===== config.mk =====
export PLATFORM = sky130hd
export DESIGN_NAME = attn_weight_regs
export DESIGN_NICKNAME = d
export VERILOG_FILES = /design/src/hdl/gat_pkg.sv /design/src/hdl/attn_weight_regs.sv
export SDC_FILE = /design/constraint.sdc
export NUM_CORES = 1
export LEC_CHECK = 0
export ABC_AREA = 1
export BUFFER_PORTS_ARGS = -buffer_cell sky130_fd_sc_hd__buf_2
export CAP_MARGIN = 20
export CORE_UTILIZATION = 41
export DETAILED_ROUTE_END_ITERATION = 10
export PLACE_DENSITY = 0.65
export SLEW_MARGIN = 15
export SYNTH_ARGS = -nofsm -noshare
export SYNTH_HDL_FRONTEND = slang
export SYNTH_SLANG_ARGS = --single-unit

===== constraint.sdc =====
create_clock -name clk -period 1.5 [get_ports clk]
set_input_delay 0.075 -clock clk [delete_from_list [all_inputs] [get_ports clk]]
set_output_delay 0.075 -clock clk [all_outputs]
set_load 0.05 [all_outputs]

===== src/hdl/gat_pkg.sv =====
// GAT attention-coefficient subsystem
// Shared widths, sizes and scaling constants, plus the fetch FSM states
`default_nettype none

package gat_pkg;

  // ================================================
  // Attention weights and WH rows
  // ================================================
  // Features per row and size of each attention half, a power of two
  localparam int NUM_FEAT   = 8;
  localparam int A_SIZE     = 2 * NUM_FEAT;
  localparam int A_IDX_W    = 4;
  localparam int DATA_W     = 8;
  localparam int WH_DATA_W  = 12;
  // Eight features then the source flag in the top bit
  localparam int WH_ROW_W   = NUM_FEAT * WH_DATA_W + 1;

  // ================================================
  // Dot-product datapath
  // ================================================
  localparam int PROD_W     = DATA_W + WH_DATA_W;
  localparam int DOT_W      = 23;
  localparam int SUM_W      = DOT_W + 1;
  // Adder-tree levels, log2 of NUM_FEAT
  localparam int NUM_STAGES = 3;
  localparam int COEF_SHIFT = 10;
  localparam int COEF_MAX   = 127;

  // ================================================
  // Storage
  // ================================================
  localparam int WH_DEPTH   = 64;
  localparam int WH_ADDR_W  = 6;
  localparam int FIFO_DEPTH = 16;
  localparam int FIFO_CNT_W = 5;

  typedef enum logic [1:0] {
    FETCH_IDLE,
    FETCH_RUN,
    FETCH_DRAIN
  } fetch_state_e;

endpackage

`default_nettype wire


===== src/hdl/attn_weight_regs.sv =====
// Attention weight register file
// Holds the 16 signed weights, entries 0-7 the source half and 8-15 the
// neighbour half. Writes are locked out while a batch runs.
`timescale 1ns/100ps
`default_nettype none

module attn_weight_regs (
  input  wire                                            clk,
  input  wire                                            rst_n,
  input  wire                                            wr_i,
  input  wire  [gat_pkg::A_IDX_W-1:0]                    idx_i,
  input  wire  [gat_pkg::DATA_W-1:0]                     data_i,
  input  wire                                            busy_i,
  output logic [gat_pkg::NUM_FEAT-1:0][gat_pkg::DATA_W-1:0] a_src_o,
  output logic [gat_pkg::NUM_FEAT-1:0][gat_pkg::DATA_W-1:0] a_nbr_o
);

  logic [gat_pkg::A_SIZE-1:0][gat_pkg::DATA_W-1:0] a_q;

  always_ff @(posedge clk or negedge rst_n) begin
    if (!rst_n) begin
      a_q <= '0;
    end else if (wr_i && !busy_i) begin
      a_q[idx_i] <= data_i;
    end
  end

  assign a_src_o = a_q[gat_pkg::NUM_FEAT-1:0];
  assign a_nbr_o = a_q[gat_pkg::A_SIZE-1:gat_pkg::NUM_FEAT];

  // Host should not touch the weights during a batch
  a_wr_while_busy: assert property (@(posedge clk) disable iff (!rst_n) busy_i |-> !wr_i)
    else $warning("attention weight write dropped while busy");

endmodule

`default_nettype wire


==> results.md <==
* Worst Slack Setup Final at around 340 ps
* Main synth FF type: dfrtp_1
* Yosys cell types at 11
* Fin area at 6650 um^2
* Fmax at 861 MHz
* Synthesized cell area at 5170 um^2
* DIE AREA at 13100 um^2
* DP HPWL at just under 10000 um
* DIE WIDTH at about 110 um
* Most frequent cell after synthesis: nand2_1
* Share of cells above drive strength 1 at 26.3%
* Final Critical Period at 1160 ps
* Die Span Y at roughly 110 um
* DP Worst Slack at 256 ps
* Status: completed
* Top-area cell type share of the netlist area at between 60% and 70%
* Avg Cell Area, Syn at just under 9 um^2
* Type of the worst setup path: flip-flop to primary output
* Root Driver: clkbuf_16
* Area Growth Syn to Fin at 28.8%
* IO Port Bufs at approximately 140
* Max clock buf depth at 2
* Fin cells at 914
* Crit share post-route at between 70% and 80%
* Max Cap Viol at 0
* Pin count of the biggest net entering global routing at 60
* Unrepaired setup endpoints after global routing: false
* Drt drc at 0
* Initial Utilization at 42.5%
* Buf/Inv on CP at 1
* Setup_tns at 0 ps
* Critical Path Start Type: flip-flop
* Cell area power density at 1820 nW/um^2
* Clock Skew at 0 ps
* Cells after DPL at between 800 and 900
* Min-delay src: data_i[7]
* Post-synth ARST share at 100%
* Lkg Pwr at 3.85 nW
* Worst R2R Start: a_nbr_o[33]
* Row count at 40
* Synth cell count leaders: 262 x nand2_1, 144 x nand3_1, 128 x dfrtp_1, 21 x buf_2, 15 x clkbuf_1
* Post-Route WL at roughly 15000 um
* HP Class: primary input to flip-flop
* Critical path launch point: a_nbr_o[61]
* Via count at approximately 4.6k
* Synth Instances at 594
* Setup crit end kind: primary output
* Critical Path, Cell by Cell: buf_2
* Clk_lat worst skew at around 420 ps
* Max VDD drop at 1.01 mV
* Num ports at 144
* Worst Max-Slew Pin Slew at 496 ps
* Family with the most delay on the worst path: flip-flops
* CTS Sinks at 128
* Synth Register Bits at 128
* Slowest cell on the critical path: dfrtp_1
* Final Wtd Congestion at roughly 0.83
* Slew HR at 67.0%
* Initial antenna violation count at 0
* Hold Fails Final Rpt at 0
* Synth area leaders: dfrtp_1 62%, nand2_1 19%, nand3_1 14%
* Initial DRT Pass Iterations at 5
* Avg Vias per Cell at 5.04
* Nets at 750
* Diode count at 0
* Global-route wire length before repair at around 23000 um
* Worst Path Arrival at 1090 ps
* Iter 0 DRT Violations at between 300 and 400
* Vias in the first global route at 4322
* Placed inst area at 6100 um^2
* Synth Warn # at 0
* Wire per inst at 16.0 um
* Seq/Total Area, Yosys at 62.0%
* Count of final max-slew check failures at 0
* Core footprint at 12200 um^2
* Synthesized net count at approximately 600
* Grt ovf at 0
* Largest area contributor in the netlist: dfrtp_1
* Worst-path clk slew at 50 ps
* Crit-path max FO at 2
* H-tree lvl count at 4
* CTS tree: built
* Number of synthesized flops with an enable pin at 0
* Largest stage delay, worst path at 380 ps
* Antenna violation net count after detailed routing at 0
* Critical Path RT at 1420 ps
* Final setup violation count at 0
* GR Util All Layers at 23.8%
* TritonCTS buffer count at 17
stage by stage:
| step | util, % | hold slack (ps) | total power, mW |
|---|---|---|---|
| 2_1_floorplan | - | -221 | 7.36 |
| 3_3_place_gp | 50.1 | 6.84 | 8.37 |
| 3_5_place_dp | 50.1 | 8.14 | 8.42 |
| 4_1_cts | 54.7 | 89.3 | 12.2 |
| 5_1_grt | 54.7 | 109 | 12.7 |
| 6_report | 54.7 | 109 | 12.1 |
per-layer routing:
metal | vias to the layer above | wire (um) | track usage (%)
met5 | - | 0 | 0
met4 | 0 | 324 | 9.96
met3 | 25 | 1150 | 6.56
met2 | 208 | 6600 | 34.8
met1 | 2193 | 6590 | 33.3
li1 | 2184 | - | -
final cells by class:
cell class	count	area, um^2
Clock inverter	5	27.5
Fill cell	1173	5510
Multi-Input combinational cell	417	1760
Sequential cell	128	3200
Clock buffer	26	519
Tap cell	168	210
Inverter	8	30.0
Timing Repair Buffer	162	901
sequential cells by signal (all words and copies together) (netlist names):
register  count
a_src_o      64
a_nbr_o      64
final timing paths:
kind	end	slack, ps	depth (start not counted)
min in group asynchronous	a_nbr_o[43]	120	2
hold reg to reg	a_src_o[39]	460	2
hold / removal	a_nbr_o[15]	110	3
setup / recovery	a_nbr_o[61]	340	1
setup reg to reg	a_nbr_o[33]	850	2
max in group asynchronous	a_nbr_o[36]	760	3
what timing repair did:
action / in CTS / in global routing
endpoints found under the hold margin: 128 / 0
buffers inserted: 0 / 0
hold buffers: 1 / 0
gates resized for setup: 0 / 0
cell usage in the layout, fill, tap and decap left out, types with 4 or more instances in the layout:
| cell | count |
|---|---|
| nand2_1 | 262 |
| nand3_1 | 144 |
| buf_2 | 142 |
| dfrtp_1 | 128 |
| clkbuf_16 | 17 |
| buf_4 | 16 |
| inv_1 | 7 |
| nor2_2 | 7 |
| clkbuf_8 | 6 |
| nor2_1 | 4 |
| clkinv_2 | 4 |
power by group:
part           total, mW  switching [mW]  internal (mW)
combinational       3.88            3.14          0.739
sequential          4.49           0.388           4.10
clock               3.78            1.42           2.35
logic make-up after synthesis:
logic type / share of synthesized area, %
AND/OR/NAND/NOR: 33.9
buffers and inverters: 4.14
flip-flops: 62.0
Power figures use the tool's default switching activity.
