## config.mk

```make
export PLATFORM = sky130hd
export DESIGN_NAME = wh_fetch_ctrl_flat
export DESIGN_NICKNAME = d
export VERILOG_FILES = /design/src/hdl/gat_pkg.sv /design/src/hdl/wh_rd_if.sv /design/src/hdl/wh_fetch_ctrl.sv /design/src/flat_wrapper.sv
export SDC_FILE = /design/constraint.sdc
export NUM_CORES = 1
export LEC_CHECK = 0
export ABC_AREA = 1
export ABC_CLOCK_PERIOD_IN_PS = 6000
export BUFFER_PORTS_ARGS = -buffer_cell sky130_fd_sc_hd__buf_2
export CAP_MARGIN = 20
export CORE_AREA = 2 2 72 46
export DETAILED_ROUTE_END_ITERATION = 10
export DIE_AREA = 0 0 74 48
export PLACE_DENSITY_LB_ADDON = 0.05
export SETUP_SLACK_MARGIN = 0.1
export SYNTH_ARGS = -nofsm -noshare
export SYNTH_HDL_FRONTEND = slang
export SYNTH_SLANG_ARGS = --single-unit
```

## constraint.sdc

```tcl
create_clock -name clk -period 6 [get_ports clk]
set_input_delay 0.6 -clock clk [delete_from_list [all_inputs] [get_ports clk]]
set_output_delay 0.6 -clock clk [all_outputs]
set_load 0.005 [all_outputs]
```

## src/hdl/gat_pkg.sv

```systemverilog
// GAT attention-coefficient subsystem
// Shared widths, sizes and scaling constants, plus the fetch FSM states
`default_nettype none

package gat_pkg;

  // ================================================
  // Attention weights and WH rows
  // ================================================
  // Features per row and size of each attention half, a power of two
  localparam int NUM_FEAT   = 8;
  localparam int A_SIZE     = 2 * NUM_FEAT;
  localparam int A_IDX_W    = 4;
  localparam int DATA_W     = 8;
  localparam int WH_DATA_W  = 12;
  // Eight features then the source flag in the top bit
  localparam int WH_ROW_W   = NUM_FEAT * WH_DATA_W + 1;

  // ================================================
  // Dot-product datapath
  // ================================================
  localparam int PROD_W     = DATA_W + WH_DATA_W;
  localparam int DOT_W      = 23;
  localparam int SUM_W      = DOT_W + 1;
  // Adder-tree levels, log2 of NUM_FEAT
  localparam int NUM_STAGES = 3;
  localparam int COEF_SHIFT = 10;
  localparam int COEF_MAX   = 127;

  // ================================================
  // Storage
  // ================================================
  localparam int WH_DEPTH   = 64;
  localparam int WH_ADDR_W  = 6;
  localparam int FIFO_DEPTH = 16;
  localparam int FIFO_CNT_W = 5;

  typedef enum logic [1:0] {
    FETCH_IDLE,
    FETCH_RUN,
    FETCH_DRAIN
  } fetch_state_e;

endpackage

`default_nettype wire

```

## src/hdl/wh_rd_if.sv

```systemverilog
// WH row read path
// Read strobe and address from the fetch FSM to the row memory,
// returned row and its valid from the memory to the pipeline
`timescale 1ns/100ps
`default_nettype none

interface wh_rd_if;

  logic                          rd_en;
  logic [gat_pkg::WH_ADDR_W-1:0] rd_addr;
  // One cycle after rd_en
  logic                          rd_vld;
  logic [gat_pkg::WH_ROW_W-1:0]  rd_data;

  modport ctrl (output rd_en, output rd_addr);
  modport mem  (input rd_en, input rd_addr, output rd_vld, output rd_data);
  modport pipe (input rd_vld, input rd_data);

endinterface

`default_nettype wire

```

## src/hdl/wh_fetch_ctrl.sv

```systemverilog
// WH fetch controller
// Walks a range of rows, issuing one read per cycle while a credit is
// free. Rows in flight are counted against the free FIFO slots, so the
// FIFO cannot overflow and the pipeline never stalls.
`timescale 1ns/100ps
`default_nettype none

module wh_fetch_ctrl (
  input  wire                             clk,
  input  wire                             rst_n,
  input  wire                             start_i,
  input  wire  [gat_pkg::WH_ADDR_W-1:0]   base_addr_i,
  input  wire  [gat_pkg::WH_ADDR_W:0]     num_rows_i,
  input  wire  [gat_pkg::FIFO_CNT_W-1:0]  fifo_free_i,
  input  wire                             coef_wr_i,
  output logic                            busy_o,
  wh_rd_if.ctrl                           rd
);

  gat_pkg::fetch_state_e state_q, state_d;

  logic [gat_pkg::WH_ADDR_W-1:0]  addr_q;
  logic [gat_pkg::WH_ADDR_W:0]    rows_left_q;
  logic [gat_pkg::FIFO_CNT_W-1:0] in_flight_q;

  // Issue only while a slot is left for every row already in flight
  assign rd.rd_en   = (state_q == gat_pkg::FETCH_RUN) && (rows_left_q != '0) &&
                      (in_flight_q < fifo_free_i);
  assign rd.rd_addr = addr_q;
  assign busy_o     = (state_q != gat_pkg::FETCH_IDLE);

  // ================================================
  // FSM
  // ================================================
  always_comb begin
    state_d = state_q;
    case (state_q)
      gat_pkg::FETCH_IDLE: begin
        if (start_i) state_d = gat_pkg::FETCH_RUN;
      end
      gat_pkg::FETCH_RUN: begin
        if (rows_left_q == '0 || (rd.rd_en && rows_left_q == 1)) begin
          state_d = gat_pkg::FETCH_DRAIN;
        end
      end
      gat_pkg::FETCH_DRAIN: begin
        // Wait for the last coefficient to land in the FIFO
        if (in_flight_q == '0) state_d = gat_pkg::FETCH_IDLE;
      end
      default: state_d = gat_pkg::FETCH_IDLE;
    endcase
  end

  always_ff @(posedge clk or negedge rst_n) begin
    if (!rst_n) begin
      state_q     <= gat_pkg::FETCH_IDLE;
      addr_q      <= '0;
      rows_left_q <= '0;
    end else begin
      state_q <= state_d;
      if (state_q == gat_pkg::FETCH_IDLE && start_i) begin
        addr_q      <= base_addr_i;
        rows_left_q <= num_rows_i;
      end else if (rd.rd_en) begin
        addr_q      <= addr_q + 1'b1;
        rows_left_q <= rows_left_q - 1'b1;
      end
    end
  end

  // ================================================
  // Credit counter
  // ================================================
  always_ff @(posedge clk or negedge rst_n) begin
    if (!rst_n) begin
      in_flight_q <= '0;
    end else begin
      case ({rd.rd_en, coef_wr_i})
        2'b10:   in_flight_q <= in_flight_q + 1'b1;
        2'b01:   in_flight_q <= in_flight_q - 1'b1;
        default: in_flight_q <= in_flight_q;
      endcase
    end
  end

  in_flight_max: assert property (@(posedge clk) disable iff (!rst_n)
    in_flight_q <= gat_pkg::FIFO_CNT_W'(gat_pkg::FIFO_DEPTH));

  // A coefficient can only come back for a row that was issued
  in_flight_under: assert property (@(posedge clk) disable iff (!rst_n)
    coef_wr_i |-> in_flight_q != '0);

endmodule

`default_nettype wire

```

## src/flat_wrapper.sv

```systemverilog
// flat-port wrapper written by rule: the top's interface ports become plain ports
module wh_fetch_ctrl_flat 
  (clk, rst_n, start_i, base_addr_i, num_rows_i, fifo_free_i, coef_wr_i, busy_o, rd_rd_en, rd_rd_addr);
  wh_rd_if rd_i ();
  input  wire clk;
  input  wire rst_n;
  input  wire start_i;
  input  wire  [gat_pkg::WH_ADDR_W-1:0] base_addr_i;
  input  wire  [gat_pkg::WH_ADDR_W:0] num_rows_i;
  input  wire  [gat_pkg::FIFO_CNT_W-1:0] fifo_free_i;
  input  wire coef_wr_i;
  output logic busy_o;
  output wire logic [$bits(rd_i.rd_en)-1:0] rd_rd_en;
  output wire logic [$bits(rd_i.rd_addr)-1:0] rd_rd_addr;
  assign rd_rd_en = rd_i.rd_en;
  assign rd_rd_addr = rd_i.rd_addr;
  wh_fetch_ctrl u_core (.clk(clk), .rst_n(rst_n), .start_i(start_i), .base_addr_i(base_addr_i), .num_rows_i(num_rows_i), .fifo_free_i(fifo_free_i), .coef_wr_i(coef_wr_i), .busy_o(busy_o), .rd(rd_i));
endmodule
```

==> impl_metrics.yaml <==
critical_path:
  cp.depth: 16
  arrival_ns: 2.85
  crit_slowest_cell: "dfrtp_1"
  r2r_start: "u_core.in_flight_q[2]$_DFFE_PN0P_"
  cp_cell_sequence: "ha_1, nand2_1, nand2_1, nand2_1, nand2_1, nor2_2, nand2_4, ha_1, ha_1, inv_1, o21bai_1, inv_1, nand3b_1, nand2_1, nand2_1, nand2_1"
  startpoint_type: "register"
  worst-setup-path-type: "reg2reg"
  rrSetupSlack_ns: 3.30
  end_kind: "register"
  max_stage_delay_ns: 0.48
  cp_max_fo: 16
  cp_common_cell: "nand2_1"
  cp.required_ns: 6.16
  crit_buf_inv: 2
  r2r-end: "u_core.in_flight_q[4]$_DFFE_PN0P_"
  r2r_cells: 16
  critPathLaunch: "u_core.in_flight_q[2]$_DFFE_PN0P_"
  crit_path_end: "u_core.in_flight_q[4]$_DFFE_PN0P_"
  cp_top_family: "adder cells"
detailed_routing:
  dr_total_vias: 1402
  drc_errors: 0
  viasPerCell: 4.85
  dr.first_iter.drc_count: 76
  dr.pass1.iters: 4
  drt-total-wl_um: 3270
  post_drt_wl_per_cell_um: 11.3
  ant_nets: 0
global_routing:
  grt_pass1_vias: 1184
  overflow: 0
  grtUsageTotal_pct: 21.0
  grt_pass1_wl_um: 5460
  grt_max_degree: 24
  antenna_found_initial: 0
sta:
  tightest_slew_ns: 0.456
  maxSlewHeadroom_pct: 69.6
  fin_crit_sh_pct: 44.9
  finalHoldViolCount: 0
  skew_ns: 0.00451
  tns_ns: 0
  min_period_ns: 2.70
  whs_ns: 0.278
  slew_violations: 0
  final-setup-viol-count: 0
  rsz0062_at_grt: "false"
  max_freq_ghz: 0.371
synthesis:
  ys_top_cells_by_area: "dfrtp_1, nand2_1, ha_1"
  synth_nets: 252
  synth_area_um2: 1530
  synth-async-reset-ratio_pct: 100
  syn_avg_cell_area_um2: 7.00
  yosysSeqAreaShare_pct: 32.7
  yosysTopAreaCell: "dfrtp_1"
  synth_ff_type: "dfrtp_1"
  netlist_instances: 219
  yosys_warnings: 0
  ys_ff_latch: 20
  yosysUniqueCellTypes: 27
  synth_top_area_share_pct: 32.7
  synth_edf_count: 0
finish:
  fin_area_um2: 1770
  diodes: 0
  syn_to_final_growth_pct: 15.2
  fillCellCount: 267
  nets: 281
  drive_gt1_share_pct: 18.2
status:
  status: "finished clean"
power:
  clkPwrFrac_pct: 14.2
  power.density_nw_per_um2: 541
  switching_share_pct: 47.6
  internal_power_w: 0.000500
  power_w: 0.000956
  combPwrFrac_pct: 56.5
  p_leak_nw: 1.01
  p_seq_share_pct: 29.3
  power.net_switching_w: 0.000456
  peakVddDrop_v: 0.000280
clock_network:
  clk_pin_slew_ns: 0.08
  ctsResizeCount: 0
  cts_root_buffer: "clkbuf_8"
  post_cts_buffers: 0
  htree_levels: 1
  clock_sinks: 20
  numCtsBuffers: 3
  tritoncts: "built"
  cts_buffer_depth: 2
  cts_hold_buffers: 0
  worstSkewPairLatency_ns: 0.26
floorplan:
  placement_rows: 15
  die_h_um: 48
  initial_utilization_pct: 54.1
  dieWidth_um: 74
  core_area_um2: 2830
  top_level_ports: 30
  die-area_um2: 3550
worst_hold_path:
  holdCritPathClass: "in2async"
placement:
  portBuffers: 29
  hpwl_um: 2480
  gp_congestion: 0.842
  postPlaceCellArea_um2: 1690
run:
  drv_cap: 0
## synth_stat cells, drive strengths merged, types with 4 or more instances
master,count
nand2,87
nand3,27
nor2,14
buf,4
xnor2,4
dfrtp,20
ha,11
inv,29
o21ai,9
## kinds of logic (layout without fill, tap and decap cells)
kind of cell             count (synthesis)  after routing  share of synthesized area [%]
XOR/XNOR                                 6              6                           3.43
buffers and inverters                   34             62                           9.47
flip-flops                              20             20                           32.7
AND/OR/NAND/NOR                        133            133                           40.1
adder cells (fa/ha/maj)                 11             11                           8.98
AO/OA/AOI/OAI                           15             15                           5.39
## power groups by stage
stage	combinational [W]	sequential [W]	clock [W]
2_1_floorplan	0.000445	0.000261	0
3_5_place_dp	0.000540	0.000280	0
3_3_place_gp	0.000530	0.000278	0
4_1_cts	0.000545	0.000278	0.000139
5_1_grt	0.000629	0.000290	0.000144
6_report	0.000540	0.000280	0.000136
## placed cells by master (no fill, tap or decap)
cell type and count:
nand3_2 1, o21ai_0 8, o21ai_1 1, nand3_1 25, buf_2 29, dfrtp_1 20
nand2_2 2, o21bai_1 2, a31oi_1 2, bufinv_16 1, inv_2 1, nor4_1 1
nor2_2 1, nand2_1 82, nand3_4 1, ha_1 11, nand4_1 1, nor2_1 10
nor2_4 3, xnor2_1 4, a21oi_1 2, nand2_4 3, inv_1 28, nand3b_1 1
clkbuf_8 3, xor2_1 2, nor3_1 2
## area by class of cell
cell class | instances | area (µm²) | share of cell area [%]
clock inverter | 1 | 30.0 | 1.70
clock buffer | 3 | 41.3 | 2.34
sequential | 20 | 500 | 28.3
tap | 42 | 52.6 | 2.98
timing repair buffer | 29 | 145 | 8.22
inverter | 29 | 109 | 6.17
multi-input combinational | 165 | 887 | 50.2
## worst min-delay path by stage
| stage | from | slack (ns) | end | cells past startpoint |
|---|---|---|---|---|
| 6_report | rst_n | 0.28 | u_core.state_q[0]$_DFFE_PN0P_ | 1 |
| 5_1_grt | rst_n | 0.31 | u_core.state_q[0]$_DFFE_PN0P_ | 1 |
| 4_1_cts | rst_n | 0.29 | u_core.in_flight_q[4]$_DFFE_PN0P_ | 1 |
| 3_5_place_dp | u_core.state_q[1]$_DFFE_PN0P_ | 0.51 | u_core.state_q[1]$_DFFE_PN0P_ | 2 |
| 3_3_place_gp | u_core.state_q[1]$_DFFE_PN0P_ | 0.50 | u_core.state_q[1]$_DFFE_PN0P_ | 2 |
| 2_1_floorplan | rst_n | 0.30 | u_core.in_flight_q[0]$_DFFE_PN0P_ | 0 |
## state kept, by name (all words and copies together), names as in the netlist
register and cells:
u_core.rows_left_q 7, u_core.rd.rd_addr 6, u_core.in_flight_q 5, u_core.state_q 2
## per-layer routing
metal / vias to the layer above / track usage [%] / wire length (µm)
met2: 33 / 30.5 / 1270
met4: 0 / 5.45 / 30
met3: 4 / 4.42 / 188
met5: - / 0 / 0
li1: 746 / - / -
met1: 619 / 31.8 / 1780
## through the flow
stage               util [%]  worst slack [ns]  instances
finish                  62.3              3.30        289
global route            62.3              3.04        289
CTS                     62.3              3.33        289
detailed placement      59.8              3.11        285
global placement        59.8              3.20        285
floorplan                  -              3.36        219
(Power assumes the default switching activity.)
