`config.mk`:
```
export PLATFORM = sky130hd
export DESIGN_NAME = dmvm_coef_pipe_flat
export DESIGN_NICKNAME = d
export VERILOG_FILES = /design/src/hdl/gat_pkg.sv /design/src/hdl/wh_rd_if.sv /design/src/hdl/dmvm_coef_pipe.sv /design/src/flat_wrapper.sv
export SDC_FILE = /design/constraint.sdc
export NUM_CORES = 2
export LEC_CHECK = 0
export BUFFER_PORTS_ARGS = -buffer_cell sky130_fd_sc_hd__buf_2
export CAP_MARGIN = 20
export CELL_PAD_IN_SITES_DETAIL_PLACEMENT = 1
export CELL_PAD_IN_SITES_GLOBAL_PLACEMENT = 2
export CORE_ASPECT_RATIO = 1.75
export CORE_MARGIN = 1
export CORE_UTILIZATION = 45
export DETAILED_ROUTE_END_ITERATION = 10
export GPL_TIMING_DRIVEN = 0
export HOLD_SLACK_MARGIN = 0.05
export PLACE_DENSITY = 0.88
export SETUP_SLACK_MARGIN = 0.1
export SLEW_MARGIN = 20
export SYNTH_ARGS = -nofsm -noshare
export SYNTH_HDL_FRONTEND = slang
export SYNTH_SLANG_ARGS = --single-unit
```
`constraint.sdc`:
```
create_clock -name clk -period 10.4 [get_ports clk]
set_input_delay 3.12 -clock clk [delete_from_list [all_inputs] [get_ports clk]]
set_output_delay 3.12 -clock clk [all_outputs]
set_load 0.01 [all_outputs]
```
`src/hdl/gat_pkg.sv`:
```
// GAT attention-coefficient subsystem
// Shared widths, sizes and scaling constants, plus the fetch FSM states
`default_nettype none

package gat_pkg;

  // ================================================
  // Attention weights and WH rows
  // ================================================
  // Features per row and size of each attention half, a power of two
  localparam int NUM_FEAT   = 8;
  localparam int A_SIZE     = 2 * NUM_FEAT;
  localparam int A_IDX_W    = 4;
  localparam int DATA_W     = 8;
  localparam int WH_DATA_W  = 12;
  // Eight features then the source flag in the top bit
  localparam int WH_ROW_W   = NUM_FEAT * WH_DATA_W + 1;

  // ================================================
  // Dot-product datapath
  // ================================================
  localparam int PROD_W     = DATA_W + WH_DATA_W;
  localparam int DOT_W      = 23;
  localparam int SUM_W      = DOT_W + 1;
  // Adder-tree levels, log2 of NUM_FEAT
  localparam int NUM_STAGES = 3;
  localparam int COEF_SHIFT = 10;
  localparam int COEF_MAX   = 127;

  // ================================================
  // Storage
  // ================================================
  localparam int WH_DEPTH   = 64;
  localparam int WH_ADDR_W  = 6;
  localparam int FIFO_DEPTH = 16;
  localparam int FIFO_CNT_W = 5;

  typedef enum logic [1:0] {
    FETCH_IDLE,
    FETCH_RUN,
    FETCH_DRAIN
  } fetch_state_e;

endpackage

`default_nettype wire

```
`src/hdl/wh_rd_if.sv`:
```
// WH row read path
// Read strobe and address from the fetch FSM to the row memory,
// returned row and its valid from the memory to the pipeline
`timescale 1ns/100ps
`default_nettype none

interface wh_rd_if;

  logic                          rd_en;
  logic [gat_pkg::WH_ADDR_W-1:0] rd_addr;
  // One cycle after rd_en
  logic                          rd_vld;
  logic [gat_pkg::WH_ROW_W-1:0]  rd_data;

  modport ctrl (output rd_en, output rd_addr);
  modport mem  (input rd_en, input rd_addr, output rd_vld, output rd_data);
  modport pipe (input rd_vld, input rd_data);

endinterface

`default_nettype wire

```
`src/hdl/dmvm_coef_pipe.sv`:
```
// Attention coefficient pipeline
// Source and neighbour dot products through a product stage and a
// registered adder tree. A flagged row reloads the source latch, then
// latched source plus neighbour goes through ReLU, shift and saturation.
// Five cycles from row valid to FIFO write, one row per cycle.
`timescale 1ns/100ps
`default_nettype none

module dmvm_coef_pipe (
  input  wire                                             clk,
  input  wire                                             rst_n,
  input  wire                                             start_i,
  input  wire  [gat_pkg::NUM_FEAT-1:0][gat_pkg::DATA_W-1:0] a_src_i,
  input  wire  [gat_pkg::NUM_FEAT-1:0][gat_pkg::DATA_W-1:0] a_nbr_i,
  output logic                                            coef_wr_o,
  output logic [gat_pkg::DATA_W-1:0]                      coef_o,
  wh_rd_if.pipe                                           rd
);

  // Half 0 is the source side, half 1 the neighbour side
  logic        [gat_pkg::NUM_FEAT-1:0][gat_pkg::DATA_W-1:0] a_w [2];
  logic signed [gat_pkg::WH_DATA_W-1:0] feat [gat_pkg::NUM_FEAT];
  logic signed [gat_pkg::PROD_W-1:0]    prod [2][gat_pkg::NUM_FEAT];
  // Level 0 holds products, level NUM_STAGES the finished dot product
  logic signed [gat_pkg::DOT_W-1:0]
    tree_q [2][gat_pkg::NUM_STAGES+1][gat_pkg::NUM_FEAT];

  logic [gat_pkg::NUM_STAGES:0] vld_sr;
  logic [gat_pkg::NUM_STAGES:0] flag_sr;

  logic signed [gat_pkg::DOT_W-1:0] src_lat_q;
  logic signed [gat_pkg::DOT_W-1:0] src_dot;
  logic signed [gat_pkg::SUM_W-1:0] sum;
  logic signed [gat_pkg::SUM_W-1:0] sum_shr;
  logic        [gat_pkg::DATA_W-1:0] coef_d;

  assign a_w[0] = a_src_i;
  assign a_w[1] = a_nbr_i;

  for (genvar k = 0; k < gat_pkg::NUM_FEAT; k++) begin : g_feat
    assign feat[k] = $signed(rd.rd_data[k*gat_pkg::WH_DATA_W +: gat_pkg::WH_DATA_W]);
  end

  // ================================================
  // Products and adder tree
  // ================================================
  for (genvar h = 0; h < 2; h++) begin : g_half
    for (genvar k = 0; k < gat_pkg::NUM_FEAT; k++) begin : g_prod
      assign prod[h][k] = $signed(a_w[h][k]) * feat[k];

      always_ff @(posedge clk) begin
        tree_q[h][0][k] <= gat_pkg::DOT_W'(prod[h][k]);
      end
    end

    for (genvar l = 1; l <= gat_pkg::NUM_STAGES; l++) begin : g_lvl
      for (genvar k = 0; k < (gat_pkg::NUM_FEAT >> l); k++) begin : g_add
        always_ff @(posedge clk) begin
          tree_q[h][l][k] <= tree_q[h][l-1][2*k] + tree_q[h][l-1][2*k+1];
        end
      end
    end
  end

  // Valid and source flag ride alongside the tree
  always_ff @(posedge clk or negedge rst_n) begin
    if (!rst_n) begin
      vld_sr  <= '0;
      flag_sr <= '0;
    end else begin
      vld_sr  <= {vld_sr[gat_pkg::NUM_STAGES-1:0], rd.rd_vld};
      flag_sr <= {flag_sr[gat_pkg::NUM_STAGES-1:0],
                  rd.rd_vld & rd.rd_data[gat_pkg::WH_ROW_W-1]};
    end
  end

  // ================================================
  // Source latch, ReLU and saturation
  // ================================================
  // The flagged row already uses its own source term
  assign src_dot = flag_sr[gat_pkg::NUM_STAGES] ? tree_q[0][gat_pkg::NUM_STAGES][0]
                                                : src_lat_q;
  assign sum     = gat_pkg::SUM_W'(src_dot) +
                   gat_pkg::SUM_W'(tree_q[1][gat_pkg::NUM_STAGES][0]);
  assign sum_shr = sum >>> gat_pkg::COEF_SHIFT;

  always_comb begin
    if (sum < 0) begin
      coef_d = '0;
    end else if (sum_shr > gat_pkg::COEF_MAX) begin
      coef_d = gat_pkg::DATA_W'(gat_pkg::COEF_MAX);
    end else begin
      coef_d = sum_shr[gat_pkg::DATA_W-1:0];
    end
  end

  always_ff @(posedge clk or negedge rst_n) begin
    if (!rst_n) begin
      src_lat_q <= '0;
    end else if (start_i) begin
      src_lat_q <= '0;
    end else if (flag_sr[gat_pkg::NUM_STAGES]) begin
      src_lat_q <= tree_q[0][gat_pkg::NUM_STAGES][0];
    end
  end

  // Output register
  always_ff @(posedge clk or negedge rst_n) begin
    if (!rst_n) begin
      coef_wr_o <= 1'b0;
    end else begin
      coef_wr_o <= vld_sr[gat_pkg::NUM_STAGES];
    end
  end

  always_ff @(posedge clk) begin
    coef_o <= coef_d;
  end

  // Stale tree contents must not leak out as a write after reset
  wr_after_reset: assert property (@(posedge clk) $rose(rst_n) |-> !coef_wr_o);

endmodule

`default_nettype wire

```
`src/flat_wrapper.sv`:
```
// flat-port wrapper written by rule: the top's interface ports become plain ports
module dmvm_coef_pipe_flat 
  (clk, rst_n, start_i, a_src_i, a_nbr_i, coef_wr_o, coef_o, rd_rd_vld, rd_rd_data);
  wh_rd_if rd_i ();
  input  wire clk;
  input  wire rst_n;
  input  wire start_i;
  input  wire  [gat_pkg::NUM_FEAT-1:0][gat_pkg::DATA_W-1:0] a_src_i;
  input  wire  [gat_pkg::NUM_FEAT-1:0][gat_pkg::DATA_W-1:0] a_nbr_i;
  output logic coef_wr_o;
  output logic [gat_pkg::DATA_W-1:0] coef_o;
  input wire logic [$bits(rd_i.rd_vld)-1:0] rd_rd_vld;
  input wire logic [$bits(rd_i.rd_data)-1:0] rd_rd_data;
  assign rd_i.rd_vld = rd_rd_vld;
  assign rd_i.rd_data = rd_rd_data;
  dmvm_coef_pipe u_core (.clk(clk), .rst_n(rst_n), .start_i(start_i), .a_src_i(a_src_i), .a_nbr_i(a_nbr_i), .coef_wr_o(coef_wr_o), .coef_o(coef_o), .rd(rd_i));
endmodule
```
==> impl_results.md <==
- CP arrival: 8.74 ns
- Post-DP HPWL: 210,000 um
- RR Startpoint: u_core.flag_sr[3]
- Crit-path slowest cell: a211oi_1
- HP Start: u_core.flag_sr[2]
- ANT nets after route: 0
- Cts bufs inserted: 74
- Ys async rst share: 4.692%
- Post-synth top flop: dfxtp_1
- Critical-path cell list: buf_2, clkbuf_1, nand2_1, fa_1, fa_1, inv_1, fa_1, inv_1, fa_1, inv_1, ha_1, nor2b_1, nor2_1, o21ai_0, nand4_1, a311oi_1, o21a_1, o21ai_0, a211oi_1
- Worst-Margin Slew: 0.8830 ns
- Largest stage delay, worst path: 0.71 ns
- Post-synthesis instance total: 8,963
- Cells taking the most area after synthesis: fa_1 (31%), dfxtp_1 (16%), ha_1 (14%)
- Worst path required time: 10.90 ns
- Total nets after synthesis: 11,376
- Max clock buf depth: 3
- Initial Util: 45.30%
- Total GRT Usage: 26.73%
- Post-Route Skew: 0.03749 ns
- Layout Area Growth over Synthesis: 8.234%
- Final Power: 29,540 uW
- Final WL: 241,900 um
- Die Wd: 326.6 um
- Number of global-route vias before repair: 71,566
- Post-Syn Area: 82,990 um2
- Most used cell, CP: fa_1
- Post-CTS Hold Buffers: 0
- Clock Tree Root: clkbuf_16
- Gr ovfl total: 0
- Port Buffers: 237
- Nets: 11,689
- Routed len/inst: 20.56 um
- Io pins: 238
- Element type at the critical path end: flop
- First-pass GRT wire length: 386,000 um
- Final critical-path share of the clock period: 79.29%
- Top-area cell type share of the netlist area: 30.83%
- Dpl ws: 1.515 ns
- Routability cong.: 0.9172
- CTS clk-pin slew, worst paths: 0.07 ns
- Worst hold path type: reg -> reg
- H-tree depth: 3
- Number of synthesized register bits: 682
- Status: finished clean
- Max-cap violations: 0
- Seq/Total Area, Yosys: 16.64%
- Detailed-route vias per instance: 5.211
- CTS tree: done
- Initial drt markers: 2,016
- Mean Syn Cell Area: 9.260 um2
- Post_cts resized: 0
- Relative slew margins: 40.71%
- Leak pwr: 0.04434 uW
- Critical Path Start Type: input port
- CP startpoint: rd_rd_data[79]
- First drt pass iteration count: 5
- Dominant cell type by area after synthesis: fa_1
- FMAX: 121.3 MHz
- Post-synthesis cell type count: 84
- Die H: 570.1 um
- Power per Cell Area: 328.9 nW/um2
- Final setup vio count: 0
- Antenna violations before repair: 23
- Crit path time final: 8.246 ns
- Fraction of layout cells with a size suffix above 1: 4.745%
- Post-CTS Setup Repair Bufs: 0
- Pins Over Slew Limit: 0
- CP max FO: 10
- Total negative slack: 0 ns
- RSZ-0062 raised after global routing: false
- Critical path class: in -> reg
- EDFF count, synth: 0
- Pin count of the biggest net entering global routing: 33
- Maximum vdd drop: 0.0002227 V
- Placeable Area: 183,200 um2
- Vias: 61,316
- DIE AREA: 186,200 um2
- Hold Vio Cnt, Final: 0
- Worst skew pair latency: 0.70 ns
- Post-route DRC: 0
- # rows: 208
- TritonCTS Sinks: 682
- Ys Warns: 0
- PnR worst setup slack: 2.154 ns
## cell families after synthesis
logic type	synth area share (%)
compound gates	7.934
buf+inv	9.036
mux	0.3844
other cells	0.004518
simple gates	15.87
flops	16.64
fa+ha+maj	44.49
xor+xnor	5.646
## worst max-delay path, delay by kind of cell
family          cells  cell delay, ns
compound gates      5            1.72
fa+ha+maj           5            2.44
buf+inv             5            0.91
simple gates        4            0.56
## Yosys cell counts (all sizes together), types with 8 or more instances
cell	n
nor4	17
clkbuf	227
nand3b	8
nor2	430
or3	21
o21bai	34
a21boi	27
nor2b	97
a21oi	281
a41oi	20
o21ai	208
ha	906
mux2	23
o31a	8
nor3	107
or2	13
xor2	92
o2111ai	21
nand2	630
o41a	9
o31ai	16
nand3	96
nand4	18
a31o	18
a21o	110
o41ai	8
a211oi	30
fa	1278
a31oi	23
o2111a	10
a211o	14
inv	1764
and2	946
o211ai	19
o21a	77
dfxtp	650
nand2b	87
and3	39
a2111oi	12
and3b	8
dfrtp	32
or4	15
xnor2	443
## through the flow
stage / std cells / utilization, % / area, um2 / hold slack (ns)
6_report: 11766 / 49.03 / 89830 / 0.3426
2_1_floorplan: 8963 / - / 82990 / 0.3312
4_1_cts: 11752 / 49.01 / 89790 / 0.3379
5_1_grt: 11753 / 49.01 / 89800 / 0.3432
3_5_place_dp: 11615 / 47.60 / 87200 / 0.3363
3_3_place_gp: 11615 / 47.60 / 87200 / 0.3392
## placed cells by master (no fill, tap or decap), types with 21 or more instances in the layout
master / count
and2_1: 946
o2111ai_1: 21
buf_2: 237
nor3_1: 106
nor2b_1: 97
inv_1: 1764
o21ai_0: 148
dfrtp_1: 32
xnor2_1: 443
a21oi_1: 278
xor2_1: 92
nand2b_1: 87
o21a_1: 77
and3_1: 38
or3_1: 21
nand3_1: 96
a21boi_1: 21
a21o_1: 110
ha_1: 906
o21ai_1: 58
dfxtp_1: 650
mux2_2: 23
nor2_1: 430
fa_1: 1278
clkbuf_1: 237
a31oi_1: 22
o21bai_1: 33
nand2_1: 630
a211oi_1: 28
clkbuf_16: 74
## state kept, by name, indices dropped and copies added (netlist names)
signal            flops
u_core.coef_wr_o      1
u_core.vld_sr         4
u_core.tree_q       642
u_core.flag_sr        4
u_core.coef_o         8
u_core.src_lat_q     23
## final timing paths
kind	to	slack (ns)	cells after the start
setup / recovery	u_core.tree_q[1][206]	2.15	19
hold / removal	u_core.flag_sr[3]	0.34	0
setup reg to reg	u_core.coef_o[2]	6.27	12
hold reg to reg	u_core.flag_sr[3]	0.34	0
max in group asynchronous	u_core.src_lat_q[17]	7.32	1
min in group asynchronous	u_core.vld_sr[0]	2.51	1
## cell type report
| class | instances | area (um2) |
|---|---|---|
| Timing Repair Buffer | 237 | 1186 |
| Clock inverter | 45 | 591.8 |
| Tap cell | 2415 | 3022 |
| Multi-Input combinational cell | 6285 | 61680 |
| Buffer | 230 | 870.8 |
| Inverter | 1766 | 6629 |
| Sequential cell | 682 | 13810 |
| Clock buffer | 92 | 1999 |
| Fill cell | 21296 | 93390 |
| Antenna cell | 14 | 35.03 |
## per-layer routing
layer  vias to the layer above  share of wire, %  track usage [%]
li1                      28450                 -                -
met1                     31335                34            26.38
met2                       982                56            52.95
met3                       539               2.7            2.520
met4                        10               6.8            15.88
met5                         -             0.029                0
## power by group
| group | internal (uW) | switching (uW) |
|---|---|---|
| Sequential | 4250 | 855 |
| Clock | 1600 | 1210 |
| Combinational | 9020 | 12600 |
| Total | 14900 | 14700 |
Power figures use the tool's default switching activity.
