==> src/hdl/gat_pkg.sv <==
// GAT attention-coefficient subsystem
// Shared widths, sizes and scaling constants, plus the fetch FSM states
`default_nettype none

package gat_pkg;

  // ================================================
  // Attention weights and WH rows
  // ================================================
  // Features per row and size of each attention half, a power of two
  localparam int NUM_FEAT   = 8;
  localparam int A_SIZE     = 2 * NUM_FEAT;
  localparam int A_IDX_W    = 4;
  localparam int DATA_W     = 8;
  localparam int WH_DATA_W  = 12;
  // Eight features then the source flag in the top bit
  localparam int WH_ROW_W   = NUM_FEAT * WH_DATA_W + 1;

  // ================================================
  // Dot-product datapath
  // ================================================
  localparam int PROD_W     = DATA_W + WH_DATA_W;
  localparam int DOT_W      = 23;
  localparam int SUM_W      = DOT_W + 1;
  // Adder-tree levels, log2 of NUM_FEAT
  localparam int NUM_STAGES = 3;
  localparam int COEF_SHIFT = 10;
  localparam int COEF_MAX   = 127;

  // ================================================
  // Storage
  // ================================================
  localparam int WH_DEPTH   = 64;
  localparam int WH_ADDR_W  = 6;
  localparam int FIFO_DEPTH = 16;
  localparam int FIFO_CNT_W = 5;

  typedef enum logic [1:0] {
    FETCH_IDLE,
    FETCH_RUN,
    FETCH_DRAIN
  } fetch_state_e;

endpackage

`default_nettype wire

==> src/hdl/coef_fifo.sv <==
// Coefficient FIFO
// 16-entry circular buffer with first-word fall-through. Reports its
// free slots so the fetch FSM can hold back reads.
`timescale 1ns/100ps
`default_nettype none

module coef_fifo (
  input  wire                             clk,
  input  wire                             rst_n,
  input  wire                             wr_i,
  input  wire  [gat_pkg::DATA_W-1:0]      din_i,
  input  wire                             rd_i,
  output logic [gat_pkg::DATA_W-1:0]      dout_o,
  output logic                            empty_o,
  output logic [gat_pkg::FIFO_CNT_W-1:0]  free_o
);

  logic [gat_pkg::DATA_W-1:0]     mem_q [gat_pkg::FIFO_DEPTH];
  logic [gat_pkg::FIFO_CNT_W-2:0] wr_ptr_q;
  logic [gat_pkg::FIFO_CNT_W-2:0] rd_ptr_q;
  logic [gat_pkg::FIFO_CNT_W-1:0] count_q;
  logic                           pop;

  // Pop on empty is dropped
  assign pop     = rd_i && (count_q != '0);
  assign dout_o  = mem_q[rd_ptr_q];
  assign empty_o = (count_q == '0);
  assign free_o  = gat_pkg::FIFO_CNT_W'(gat_pkg::FIFO_DEPTH) - count_q;

  always_ff @(posedge clk) begin
    if (wr_i) begin
      mem_q[wr_ptr_q] <= din_i;
    end
  end

  always_ff @(posedge clk or negedge rst_n) begin
    if (!rst_n) begin
      wr_ptr_q <= '0;
      rd_ptr_q <= '0;
      count_q  <= '0;
    end else begin
      if (wr_i) wr_ptr_q <= wr_ptr_q + 1'b1;
      if (pop)  rd_ptr_q <= rd_ptr_q + 1'b1;
      count_q <= count_q + gat_pkg::FIFO_CNT_W'(wr_i) - gat_pkg::FIFO_CNT_W'(pop);
    end
  end

  // Credit counting upstream should make this impossible
  no_overflow: assert property (@(posedge clk) disable iff (!rst_n)
    wr_i |-> count_q != gat_pkg::FIFO_CNT_W'(gat_pkg::FIFO_DEPTH));

endmodule

`default_nettype wire

==> config.mk <==
export PLATFORM = sky130hd
export DESIGN_NAME = coef_fifo
export DESIGN_NICKNAME = d
export VERILOG_FILES = /design/src/hdl/gat_pkg.sv /design/src/hdl/coef_fifo.sv
export SDC_FILE = /design/constraint.sdc
export NUM_CORES = 1
export LEC_CHECK = 0
export ABC_AREA = 1
export BUFFER_PORTS_ARGS = -buffer_cell sky130_fd_sc_hd__buf_2
export CAP_MARGIN = 0
export CORE_UTILIZATION = 55
export CTS_CLUSTER_DIAMETER = 150
export DETAILED_ROUTE_END_ITERATION = 8
export GPL_TIMING_DRIVEN = 0
export PLACE_DENSITY = 0.72
export SLEW_MARGIN = 20
export SYNTH_ARGS = -nofsm -noshare
export SYNTH_HDL_FRONTEND = slang
export SYNTH_SLANG_ARGS = --single-unit
==> constraint.sdc <==
create_clock -name clk -period 6.62 [get_ports clk]
set_input_delay 1.324 -clock clk [delete_from_list [all_inputs] [get_ports clk]]
set_output_delay 1.324 -clock clk [all_outputs]
set_load 0.005 [all_outputs]
==> results of run 1 <==
==> metrics by stage <==
stage | instance area [um2] | setup WS [ns]
5_1_grt | 7220 | 3.19
6_report | 7220 | 3.31
3_5_place_dp | 6640 | 3.30
4_1_cts | 7220 | 3.33
3_3_place_gp | 6640 | 3.30
2_1_floorplan | 6340 | 3.63
==> where the power goes <==
group / internal (uW) / switching (uW)
clock: 588 / 352
sequential: 1100 / 51.4
combinational: 394 / 785
==> logic make-up after synthesis <==
group,Yosys count,share of synthesized area (%)
buf+inv,144,9.50
compound gates,6,0.474
flops,141,65.8
simple gates,296,19.5
xor+xnor,12,1.66
fa+ha+maj,15,3.08
==> how the worst max path moves through the flow <==
stage	from	end	slack [ns]	cells past startpoint
after floorplan	rd_i	count_q[4]$_DFF_PN0_	3.63	10
after global placement	rd_i	count_q[4]$_DFF_PN0_	3.30	11
after detailed placement	rd_i	count_q[4]$_DFF_PN0_	3.30	11
after CTS	rd_ptr_q[0]$_DFFE_PN0P_	dout_o[4]	3.33	8
after global routing	rd_ptr_q[0]$_DFFE_PN0P_	dout_o[4]	3.19	8
final	rd_ptr_q[0]$_DFFE_PN0P_	dout_o[4]	3.31	8
==> layout by cell type, fill, tap and decap left out, types with 6 or more instances in the layout <==
cell	n
nand3_1	96
clkbuf_16	17
clkbuf_1	6
ha_1	14
buf_2	41
edfxtp_1	128
dfrtp_1	13
inv_1	114
nand2_1	181
xor2_1	11
nor2_1	17
==> state kept, by name (all words and copies together) (netlist names) <==
name,count
wr_ptr_q,4
mem_q,128
count_q,5
rd_ptr_q,4
==> routing by layer <==
metal	up-vias	part of all wire, %
met5	-	0
met2	202	47
met4	0	2.5
met1	2072	43
li1	2058	-
met3	34	7.5
==> cell type report <==
type | count | area, um2 | area share [%]
buffer | 26 | 159 | 2.20
clock buffer | 20 | 437 | 6.05
inverter | 118 | 443 | 6.13
tap | 140 | 175 | 2.43
clock inverter | 12 | 146 | 2.03
timing repair buffer | 25 | 125 | 1.73
sequential | 141 | 4170 | 57.7
multi-input combinational | 329 | 1570 | 21.7
==> reports/qor_table.md, run 1 <==
| Step | Quantity | Reported |
|:---|:---|:---|
| status | Result of the run | finished, final reports clean |
| clock tree | Max clock buf depth | 2 |
| sta | Pin slew with the least headroom to its limit | 0.799 ns |
| die | Die footprint | 12000 um2 |
| setup path | Critical path's largest stage delay | 0.43 ns |
| sta | Smallest hold slack | 0.565 ns |
| drt | Total number of vias | 4366 |
| place | Final estimated routing congestion in global placement | 0.947 |
| sta | Max transition margin | 46.5% |
| die | Die outline height | 109 um |
| die | Placeable core area | 11000 um2 |
| grt | Wire length of the first global-routing pass | 22500 um |
| synthesis | Syn nets | 641 |
| setup path | Dominant delay contributor by cell family on the critical path | buffers and inverters |
| grt | Initial antenna violation count | 0 |
| power and ir drop | Total power consumption of the routed design | 3270 uW |
| setup path | Depth of the worst register-to-register path | 14 |
| drt | Average via count per standard cell | 5.38 |
| synthesis | Flip-flop and latch count after synthesis | 141 |
| worst hold path | Launch instance of the worst min-delay path | wr_ptr_q[0]$_DFFE_PN0P_ |
| clock tree | Number of gates resized after CTS | 0 |
| place | HPWL after detailed placement | 9580 um |
| sta | Setup repair after global routing missed its margin | no |
| synthesis | Largest cells by area after synthesis | edfxtp_1 (61%), nand2_1 (11%), nand3_1 (7.6%) |
| synthesis | Leading cell type by number of instances after synthesis | nand2_1 |
| flow run | Max-capacitance violation count | 0 |
| setup path | Setup crit end kind | output pin |
| setup path | Worst-path maximum fanout | 10 |
| sta | Max Transition Viols Final | 0 |
| clock tree | Post-CTS Hold Fix Bufs | 0 |
| setup path | Kind of launch point of the worst setup path | flop |
| cells and area | Final-layout fill cell count | 851 |
| clock tree | CTS Buf Count | 17 |
| setup path | Cell seen most often among critical-path stages | nand3_1 |
| synthesis | Ys async rst share | 9.22% |
| sta | Final critical-path required period | 3.31 ns |
| power and ir drop | Static leakage | 0.00323 uW |
| power and ir drop | Areal power density over the cells | 453 nW/um2 |
| setup path | Crit path kind | reg2out |
| synthesis | Netlist Area Pre-Place | 6340 um2 |
| synthesis | Yosys top cell by area | edfxtp_1 |
| drt | Initial DRT Pass Iterations | 5 |
| setup path | Critical path buffer and inverter count | 3 |
| cells and area | Post-route core utilization | 65.5% |
| clock tree | Number of buffers added for setup after CTS | 0 |
| sta | Share of the clock period used by the worst path | 50.0% |
| drt | Iteration-0 DRC count of the detailed router | 474 |
| grt | GR Overflow Total | 0 |
| synthesis | Fraction of post-synthesis cell area in the top cell type by area | 60.7% |
| synthesis | Mean instance size in the synthesized netlist | 10.3 um2 |
| drt | Final Routed Wirelength | 14400 um |
| setup path | Critical register-to-register path endpoint | count_q[4]$_DFF_PN0_ |
| die | Cell row count | 38 |
| grt | Met1 Use GR | 36.4% |
| setup path | Required time at the endpoint of the critical path | 5.30 ns |
| die | Boundary pin count | 26 |
| setup path | Cells along the critical path | inv_2, buf_2, nand2_1, nand3_1, nand3_1, nand3_1, nand2_1, buf_2 |
| worst hold path | Destination of the worst hold path | wr_ptr_q[0]$_DFFE_PN0P_ |
| grt | Number of global-route vias before repair | 4211 |
| synthesis | Part of the Yosys area used for sequential elements | 65.8% |
| synthesis | Cell variety after synth | 19 |
| synthesis | Top_reg_cell synth | edfxtp_1 |
| place | Inst Count DP | 779 |
| drt | Detailed-route wire length per cell | 17.8 um |
| grt | Met3 Use GR | 6.70% |
| cells and area | Layout cell share with drive strength beyond 1 | 11.6% |
| clock tree | Clock-pin slew of the registers on the worst-case setup and hold paths | 0.06 ns |
| grt | Largest net degree at the start of global routing | 17 |
| die | Horizontal extent of the die | 109 um |
| clock tree | Total number of clock tree sinks | 141 |
| sta | Post-route clock skew | 0.00628 ns |
| die | Effective utilization at floorplan | 57.5% |
| grt | Met2 layer usage reported by global route | 41.7% |
| sta | Max frequency | 0.302 GHz |
| synthesis | Ys Warns | 0 |
| cells and area | Nets | 685 |
| sta | Final number of hold-violating endpoints | 0 |
| setup path | Worst-case register-to-register setup slack | 3.65 ns |
| sta | Post-Route Setup TNS | 0 ns |
| grt | Total GRT Usage | 26.6% |
| cells and area | Number of cells in the finished layout apart from fillers | 811 |
| clock tree | Buffer type at the clock tree root | clkbuf_16 |
| setup path | Library cell contributing the largest single delay on the critical path | dfrtp_1 |
| setup path | Data arrival time of the worst path | 1.98 ns |
| worst hold path | Hold crit path type | reg2reg |
| clock tree | Clock tree from TritonCTS | done |
| drt | Final antenna-violating net count | 0 |
| synthesis | Commonest cells in the synthesized netlist | nand2_1 (181), edfxtp_1 (128), inv_1 (114), nand3_1 (96), nor2_1 (17) |
| grt | Most used routing layer | met2 |
| setup path | Startpoint of the worst-slack reg-to-reg timing path | count_q[1]$_DFF_PN0_ |
| synthesis | EDFF count, synth | 128 |
| sta | Total of endpoints with negative setup slack in the final report | 0 |
| cells and area | Synthesis-to-finish area growth | 13.9% |
| place | Input/output buffers | 25 |
| power and ir drop | Peak supply drop | 0.231 mV |
| worst hold path | Number of cells traversed by the worst hold path | 1 |
| clock tree | Worst skew pair latency | 0.42 ns |
| cells and area | # diodes | 0 |
| drt | Number of remaining DRC errors | 0 |
| clock tree | CTS H-tree depth | 4 |
| synthesis | Number of standard cells after synthesis | 614 |
(Power assumes the default switching activity.)
==> run 2, diff against run 1 <==
Clock period 6.62 ns to 3.1 ns, I/O delays scaled along.
==> run 2 against run 1 <==
Sequential share of layout area is essentially flat. Largest power group unchanged. Via count shrank 0.16%. Register-to-register slack lost 3.4 ns. Global-route usage is the same. Critical path depth grew 6.
==> reports/qor_table.md, run 2 (synthesis results as in run 1) <==
| Step | Quantity | Reported | Delta |
|:---|:---|:---|:---|
| status | Result of the run | finished, final reports clean |  |
| clock tree | Post-CTS Hold Fix Bufs | 0 | unchanged |
| cells and area | Post-route core utilization | 65.5% | about the same |
| place | Input/output buffers | 25 | unchanged |
| drt | Total number of vias | 4359 | -0.16% |
| die | Cell row count | 38 | unchanged |
| flow run | Max-capacitance violation count | 0 | unchanged |
| grt | Total GRT Usage | 26.6% | unchanged |
| clock tree | Clock tree from TritonCTS | done |  |
| cells and area | Most common cell after layout, fill and taps aside | nand2_1 |  |
| setup path | Worst-path maximum fanout | 6 | -4 |
| clock tree | Clock-pin slew of the registers on the worst-case setup and hold paths | 0.06 ns | about the same |
| cells and area | Post-Layout Inst Area | 7220 um2 | about the same |
| cells and area | Synthesis-to-finish area growth | 14.0% | about the same |
| grt | Number of global-route vias before repair | 4211 | unchanged |
| drt | Number of remaining DRC errors | 0 | unchanged |
| grt | Largest net degree at the start of global routing | 17 | unchanged |
| cells and area | Flip-flop count of the largest register after layout | 128 | unchanged |
| sta | Post-Route Setup TNS | 0 ns | unchanged |
| grt | Wire length of the first global-routing pass | 22500 um | unchanged |
| sta | Least setup slack across all paths after layout | 0.296 ns | -3.02 ns |
| sta | Post-route clock skew | 0.00646 ns | +0.000180 ns |
| clock tree | Buffer type at the clock tree root | clkbuf_16 |  |
| grt | Initial antenna violation count | 0 | unchanged |
| power and ir drop | Static leakage | 0.00323 uW | about the same |
| die | Horizontal extent of the die | 109 um | unchanged |
| worst hold path | Hold crit path type | in2async |  |
| place | HPWL after detailed placement | 9580 um | unchanged |
| sta | Setup repair after global routing missed its margin | no |  |
| cells and area | # diodes | 0 | unchanged |
| cells and area | Register bank with the most flops | mem_q |  |
| setup path | Setup crit end kind | flop |  |
| die | Placeable core area | 11000 um2 | unchanged |
| clock tree | Worst skew pair latency | 0.42 ns | about the same |
| cells and area | Regs by FF count | mem_q x128, count_q x5 |  |
| die | Die outline height | 109 um | unchanged |
| place | Final estimated routing congestion in global placement | 0.947 | unchanged |
| clock tree | CTS Buf Count | 17 | unchanged |
| setup path | Required time at the endpoint of the critical path | 3.40 ns | -1.90 ns |
| setup path | Kind of launch point of the worst setup path | flop |  |
| setup path | Library cell contributing the largest single delay on the critical path | dfrtp_1 |  |
| drt | Detailed-route wire length per cell | 17.7 um | about the same |
| power and ir drop | Areal power density over the cells | 966 nW/um2 | +110% |
| clock tree | Max clock buf depth | 2 | unchanged |
| setup path | Data arrival time of the worst path | 3.10 ns | +1.12 ns |
| place | Placement Cell Area | 6640 um2 | unchanged |
| sta | Max frequency | 0.357 GHz |  |
| die | Effective utilization at floorplan | 57.5% | unchanged |
| drt | Final Routed Wirelength | 14400 um | about the same |
| power and ir drop | Peak supply drop | 0.493 mV | +110% |
| setup path | Critical path's largest stage delay | 0.41 ns | -0.02 ns |
| drt | Final antenna-violating net count | 0 | unchanged |
| cells and area | Nets | 685 | unchanged |
| sta | Max Transition Viols Final | 0 | unchanged |
| sta | Max transition margin | 46.4% | -0.083 points |
| sta | Total of endpoints with negative setup slack in the final report | 0 | unchanged |
| grt | GR Overflow Total | 0 | unchanged |
| drt | Average via count per standard cell | 5.37 | -0.16% |
| setup path | Crit path kind | reg2reg |  |
| place | Inst Count DP | 779 | unchanged |
| die | Boundary pin count | 26 | unchanged |
| drt | Initial DRT Pass Iterations | 5 | unchanged |
| sta | Share of the clock period used by the worst path | 90.5% |  |
| die | Die footprint | 12000 um2 | unchanged |
| sta | Final critical-path required period | 2.80 ns |  |
| cells and area | Number of cells in the finished layout apart from fillers | 811 | unchanged |
| clock tree | Total number of clock tree sinks | 141 | unchanged |
| place | Post-placement setup slack | 0.180 ns | -3.12 ns |
| sta | Pin slew with the least headroom to its limit | 0.800 ns | +0.00123 ns |
| cells and area | Layout cell share with drive strength beyond 1 | 11.8% | +0.15 points |
| drt | Iteration-0 DRC count of the detailed router | 475 | +0.21% |
| clock tree | CTS H-tree depth | 4 | unchanged |
| setup path | Cells along the critical path | inv_1, ha_1, nand2_1, inv_1, ha_1, nor2_2, ha_1, inv_1, ha_1, inv_1, fa_1, o21ai_0, a21oi_1, xor2_1 |  |
| cells and area | Most frequent cells in the layout | nand2_1 (181), edfxtp_1 (128), inv_1 (114) |  |
| sta | Final number of hold-violating endpoints | 0 | unchanged |
-- run 2: cell counts in the layout (fill, tap and decap cells not counted) --
No cell type changed its count.
-- run 2: final cells by class --
type | instances | area [um2]
timing repair buffer | 25 | 125
inverter | 118 | 443
sequential | 141 | 4170
fill | 850 | 3810
tap | 140 | 175
clock inverter | 12 | 146
clock buffer | 20 | 437
buffer | 26 | 159
multi-input combinational | 329 | 1570
-- run 2: final timing paths --
| check | slack [ns] | to | cells after the start | from |
|---|---|---|---|---|
| setup / recovery | 0.30 | count_q[4]$_DFF_PN0_ | 14 | count_q[1]$_DFF_PN0_ |
| hold / removal | 0.09 | wr_ptr_q[1]$_DFFE_PN0P_ | 1 | rst_n |
| setup reg to reg | 0.30 | count_q[4]$_DFF_PN0_ | 14 | count_q[1]$_DFF_PN0_ |
| hold reg to reg | 0.56 | wr_ptr_q[0]$_DFFE_PN0P_ | 1 | wr_ptr_q[0]$_DFFE_PN0P_ |
| max in group asynchronous | 2.77 | rd_ptr_q[3]$_DFFE_PN0P_ | 1 | rst_n |
| min in group clk | 0.45 | count_q[0]$_DFF_PN0_ | 2 | wr_i |
-- run 2: worst max-delay path, delay by kind of cell, from the launching register on --
kind,cells,cell delay (ns)
AND/OR/NAND/NOR,2,0.36
flip-flops,1,0.41
buffers and inverters,4,0.24
AO/OA/AOI/OAI,2,0.27
XOR/XNOR,1,0.14
adder cells (fa/ha/maj),5,1.26
-- run 2: what timing repair did --
item / in CTS / in global routing
buffers inserted: 0 / 0
gates resized for setup: 0 / 1
endpoints found under the setup margin: 0 / 1
-- run 2: metal layers --
metal	GRT usage [%]	share of wire [%]	up-vias
met5	0	0	-
met4	9.52	2.3	0
li1	-	-	2057
met3	6.70	7.5	29
met2	41.7	48	197
met1	36.4	43	2076
-- run 2: stage by stage --
step	power, uW	hold slack, ns
after floorplan	4110	0.324
after global placement	4880	0.529
after detailed placement	4950	0.532
after CTS	6950	0.0902
after global routing	7380	0.108
final	6980	0.0871
-- run 2: power breakdown --
part | total, uW | switching, uW | internal, uW
logic | 2520 | 1680 | 842
registers | 2450 | 110 | 2340
clock network | 2000 | 748 | 1260
==> run 3, diff against run 2 <==
Settings changed: CORE_ASPECT_RATIO from default to 0.6.
==> run 3 against run 2 <==
Global-route usage fell by 0.15 points. Critical path depth unchanged. Core utilization up 0.90 points. Register-to-register slack lost 0.05 ns. Clock skew rose by 0.0044 ns. Fmax fell by 1.9%. Worst hold slack improved by 0.023 ns. Via count up 0.11%. Combinational power is essentially flat. Clock-buffer cell count increased by 2.
==> reports/qor_table.md, run 3 (synthesis results as in run 1) <==
| Step | Quantity | Reported | Delta |
|:---|:---|:---|:---|
| status | Result of the run | finished, final reports clean |  |
| grt | GR Overflow Total | 0 | unchanged |
| clock tree | CTS Buf Count | 17 | unchanged |
| setup path | Setup crit end kind | flop |  |
| sta | Setup repair after global routing missed its margin | no |  |
| cells and area | Nets | 685 | unchanged |
| grt | Met2 layer usage reported by global route | 41.6% | -0.098 points |
| sta | Least setup slack across all paths after layout | 0.241 ns | -0.0542 ns |
| die | Cell row count | 29 | -24% |
| grt | Wire length of the first global-routing pass | 22700 um | +1.2% |
| cells and area | Post-route core utilization | 66.4% | +0.90 points |
| sta | Total of endpoints with negative setup slack in the final report | 0 | unchanged |
| cells and area | # diodes | 0 | unchanged |
| power and ir drop | Net switching power | 2560 uW | +0.78% |
| clock tree | Clock-pin slew of the registers on the worst-case setup and hold paths | 0.06 ns | about the same |
| sta | Pin slew with the least headroom to its limit | 0.938 ns | +0.137 ns |
| setup path | Crit path kind | reg2reg |  |
| cells and area | Post-Layout Inst Area | 7230 um2 | about the same |
| sta | Final number of hold-violating endpoints | 0 | unchanged |
| power and ir drop | Static leakage | 0.00324 uW | +0.13% |
| place | Final estimated routing congestion in global placement | 0.886 | -6.5% |
| die | Horizontal extent of the die | 141 um | +29% |
| die | Die footprint | 12000 um2 | +0.12% |
| die | Boundary pin count | 26 | unchanged |
| sta | Max transition margin | 37.3% | -9.2 points |
| power and ir drop | Areal power density over the cells | 965 nW/um2 | -0.15% |
| flow run | Max-capacitance violation count | 0 | unchanged |
| cells and area | Most frequent cells in the layout | nand2_1 (181), edfxtp_1 (128), inv_1 (114) |  |
| grt | Total GRT Usage | 26.5% | -0.15 points |
| clock tree | Number of buffers added for setup after CTS | 0 | unchanged |
| drt | Average via count per standard cell | 5.39 | +0.24% |
| cells and area | Regs by FF count | mem_q x128, count_q x5 |  |
| drt | Total number of vias | 4364 | +0.11% |
| setup path | Worst-path maximum fanout | 6 | unchanged |
| setup path | Kind of launch point of the worst setup path | flop |  |
| sta | Smallest hold slack | 0.111 ns | +0.0234 ns |
| clock tree | Max clock buf depth | 2 | unchanged |
| cells and area | Layout cell share with drive strength beyond 1 | 11.9% | +0.15 points |
| sta | Share of the clock period used by the worst path | 92.2% | +1.7 points |
| cells and area | Register bank with the most flops | mem_q |  |
| grt | Largest net degree at the start of global routing | 17 | unchanged |
| cells and area | Synthesis-to-finish area growth | 14.0% | about the same |
| drt | Final antenna-violating net count | 0 | unchanged |
| grt | Number of global-route vias before repair | 4289 | +1.9% |
| power and ir drop | Switching power share of the total | 36.7% | +0.33 points |
| sta | Max frequency | 0.350 GHz | -1.9% |
| grt | Most used routing layer | met2 |  |
| die | Placeable core area | 10900 um2 | -1.3% |
| sta | Final critical-path required period | 2.86 ns | +0.0542 ns |
| cells and area | Most common cell after layout, fill and taps aside | nand2_1 |  |
| sta | Post-route clock skew | 0.0108 ns | +0.00438 ns |
| die | Effective utilization at floorplan | 58.2% | +0.77 points |
| drt | Detailed-route wire length per cell | 17.9 um | +0.94% |
| power and ir drop | Comb pwr share | 36.3% | +0.2 points |
| clock tree | Total number of clock tree sinks | 141 | unchanged |
| grt | Met3 Use GR | 6.66% | -0.039 points |
| cells and area | Flip-flop count of the largest register after layout | 128 | unchanged |
| place | Post-placement setup slack | -0.0757 ns | -0.256 ns |
| setup path | Data arrival time of the worst path | 3.15 ns | +0.05 ns |
| drt | Iteration-0 DRC count of the detailed router | 397 | -16% |
| drt | Initial DRT Pass Iterations | 6 | +1 |
| grt | Met1 Use GR | 37.1% | +0.71 points |
| power and ir drop | Flop pwr share | 35.2% | about the same |
| clock tree | CTS H-tree depth | 4 | unchanged |
| setup path | Required time at the endpoint of the critical path | 3.39 ns | about the same |
| grt | Initial antenna violation count | 0 | unchanged |
| place | HPWL after detailed placement | 10000 um | +4.9% |
| clock tree | Buffer type at the clock tree root | clkbuf_16 |  |
| sta | Max Transition Viols Final | 0 | unchanged |
| place | Placement Cell Area | 6640 um2 | about the same |
| die | Die outline height | 85.1 um | -22% |
| worst hold path | Hold crit path type | in2async |  |
| power and ir drop | Peak supply drop | 0.581 mV | +18% |
| power and ir drop | Clock share of power | 28.5% | -0.2 points |
| clock tree | Clock tree from TritonCTS | done |  |
| drt | Final Routed Wirelength | 14500 um | +0.82% |
| clock tree | Worst skew pair latency | 0.42 ns | about the same |
| power and ir drop | Internal power of the cells | 4410 uW | -0.63% |
| drt | Number of remaining DRC errors | 0 | unchanged |
| place | Input/output buffers | 25 | unchanged |
[run 3: changes by cell type in the layout (fill, tap and decap cells not counted), sizes merged]
cell / before / now
clkinvlp: 2 / 1
bufinv: 3 / 2
clkbuf: 23 / 25
[run 3: final cells by class]
| class | instances | area [um2] |
|---|---|---|
| Clock inverter | 10 | 118 |
| Timing Repair Buffer | 25 | 125 |
| Multi-Input combinational cell | 329 | 1570 |
| Inverter | 118 | 443 |
| Tap cell | 139 | 174 |
| Buffer | 26 | 159 |
| Sequential cell | 141 | 4170 |
| Clock buffer | 22 | 464 |
| Fill cell | 818 | 3660 |
[run 3: layer usage]
layer	wire, um	part of all wire, %	vias to the layer above
li1	-	-	2068
met1	6610	46	2117
met2	6640	46	166
met3	1120	7.7	13
met4	144	0.99	0
met5	0	0	-
[run 3: critical path, stage by stage, from the launching register on]
cell and delay (ns):
dfrtp_1 0.39, inv_1 0.10, ha_1 0.22, nand2_1 0.07
inv_1 0.04, ha_1 0.22, nor2_4 0.22, ha_1 0.26
inv_1 0.07, ha_1 0.18, inv_1 0.06, fa_1 0.41
o21ai_0 0.22, a21oi_1 0.12, xor2_1 0.15
[run 3: stage by stage]
step | power (uW) | instances | TNS (ns)
finish | 6970 | 810 | 0
floorplan | 4110 | 614 | 0
detailed placement | 4970 | 778 | -0.0757
CTS | 6950 | 810 | 0
global placement | 4860 | 778 | 0
global route | 7360 | 810 | 0
[run 3: power by group through the flow]
stage	combinational, uW	sequential [uW]	clock (uW)
3_5_place_dp	2480	2490	0
2_1_floorplan	1650	2460	0
5_1_grt	2810	2470	2080
6_report	2530	2450	1990
3_3_place_gp	2390	2480	0
4_1_cts	2500	2450	1990
[run 3: worst paths after layout]
kind | startpoint | to | slack (ns) | depth (start not counted)
hold reg to reg | wr_ptr_q[0]$_DFFE_PN0P_ | wr_ptr_q[0]$_DFFE_PN0P_ | 0.57 | 1
setup / recovery | count_q[1]$_DFF_PN0_ | count_q[4]$_DFF_PN0_ | 0.24 | 14
setup reg to reg | count_q[1]$_DFF_PN0_ | count_q[4]$_DFF_PN0_ | 0.24 | 14
hold / removal | rst_n | count_q[0]$_DFF_PN0_ | 0.11 | 1
min in group clk | wr_i | count_q[0]$_DFF_PN0_ | 0.48 | 2
max in group asynchronous | rst_n | rd_ptr_q[1]$_DFFE_PN0P_ | 2.72 | 1
[run 3: repair_timing]
action	CTS	global route
hold buffers	0	0
setup endpoints to repair	1	1
resized for setup	1	1
cloned	0	0
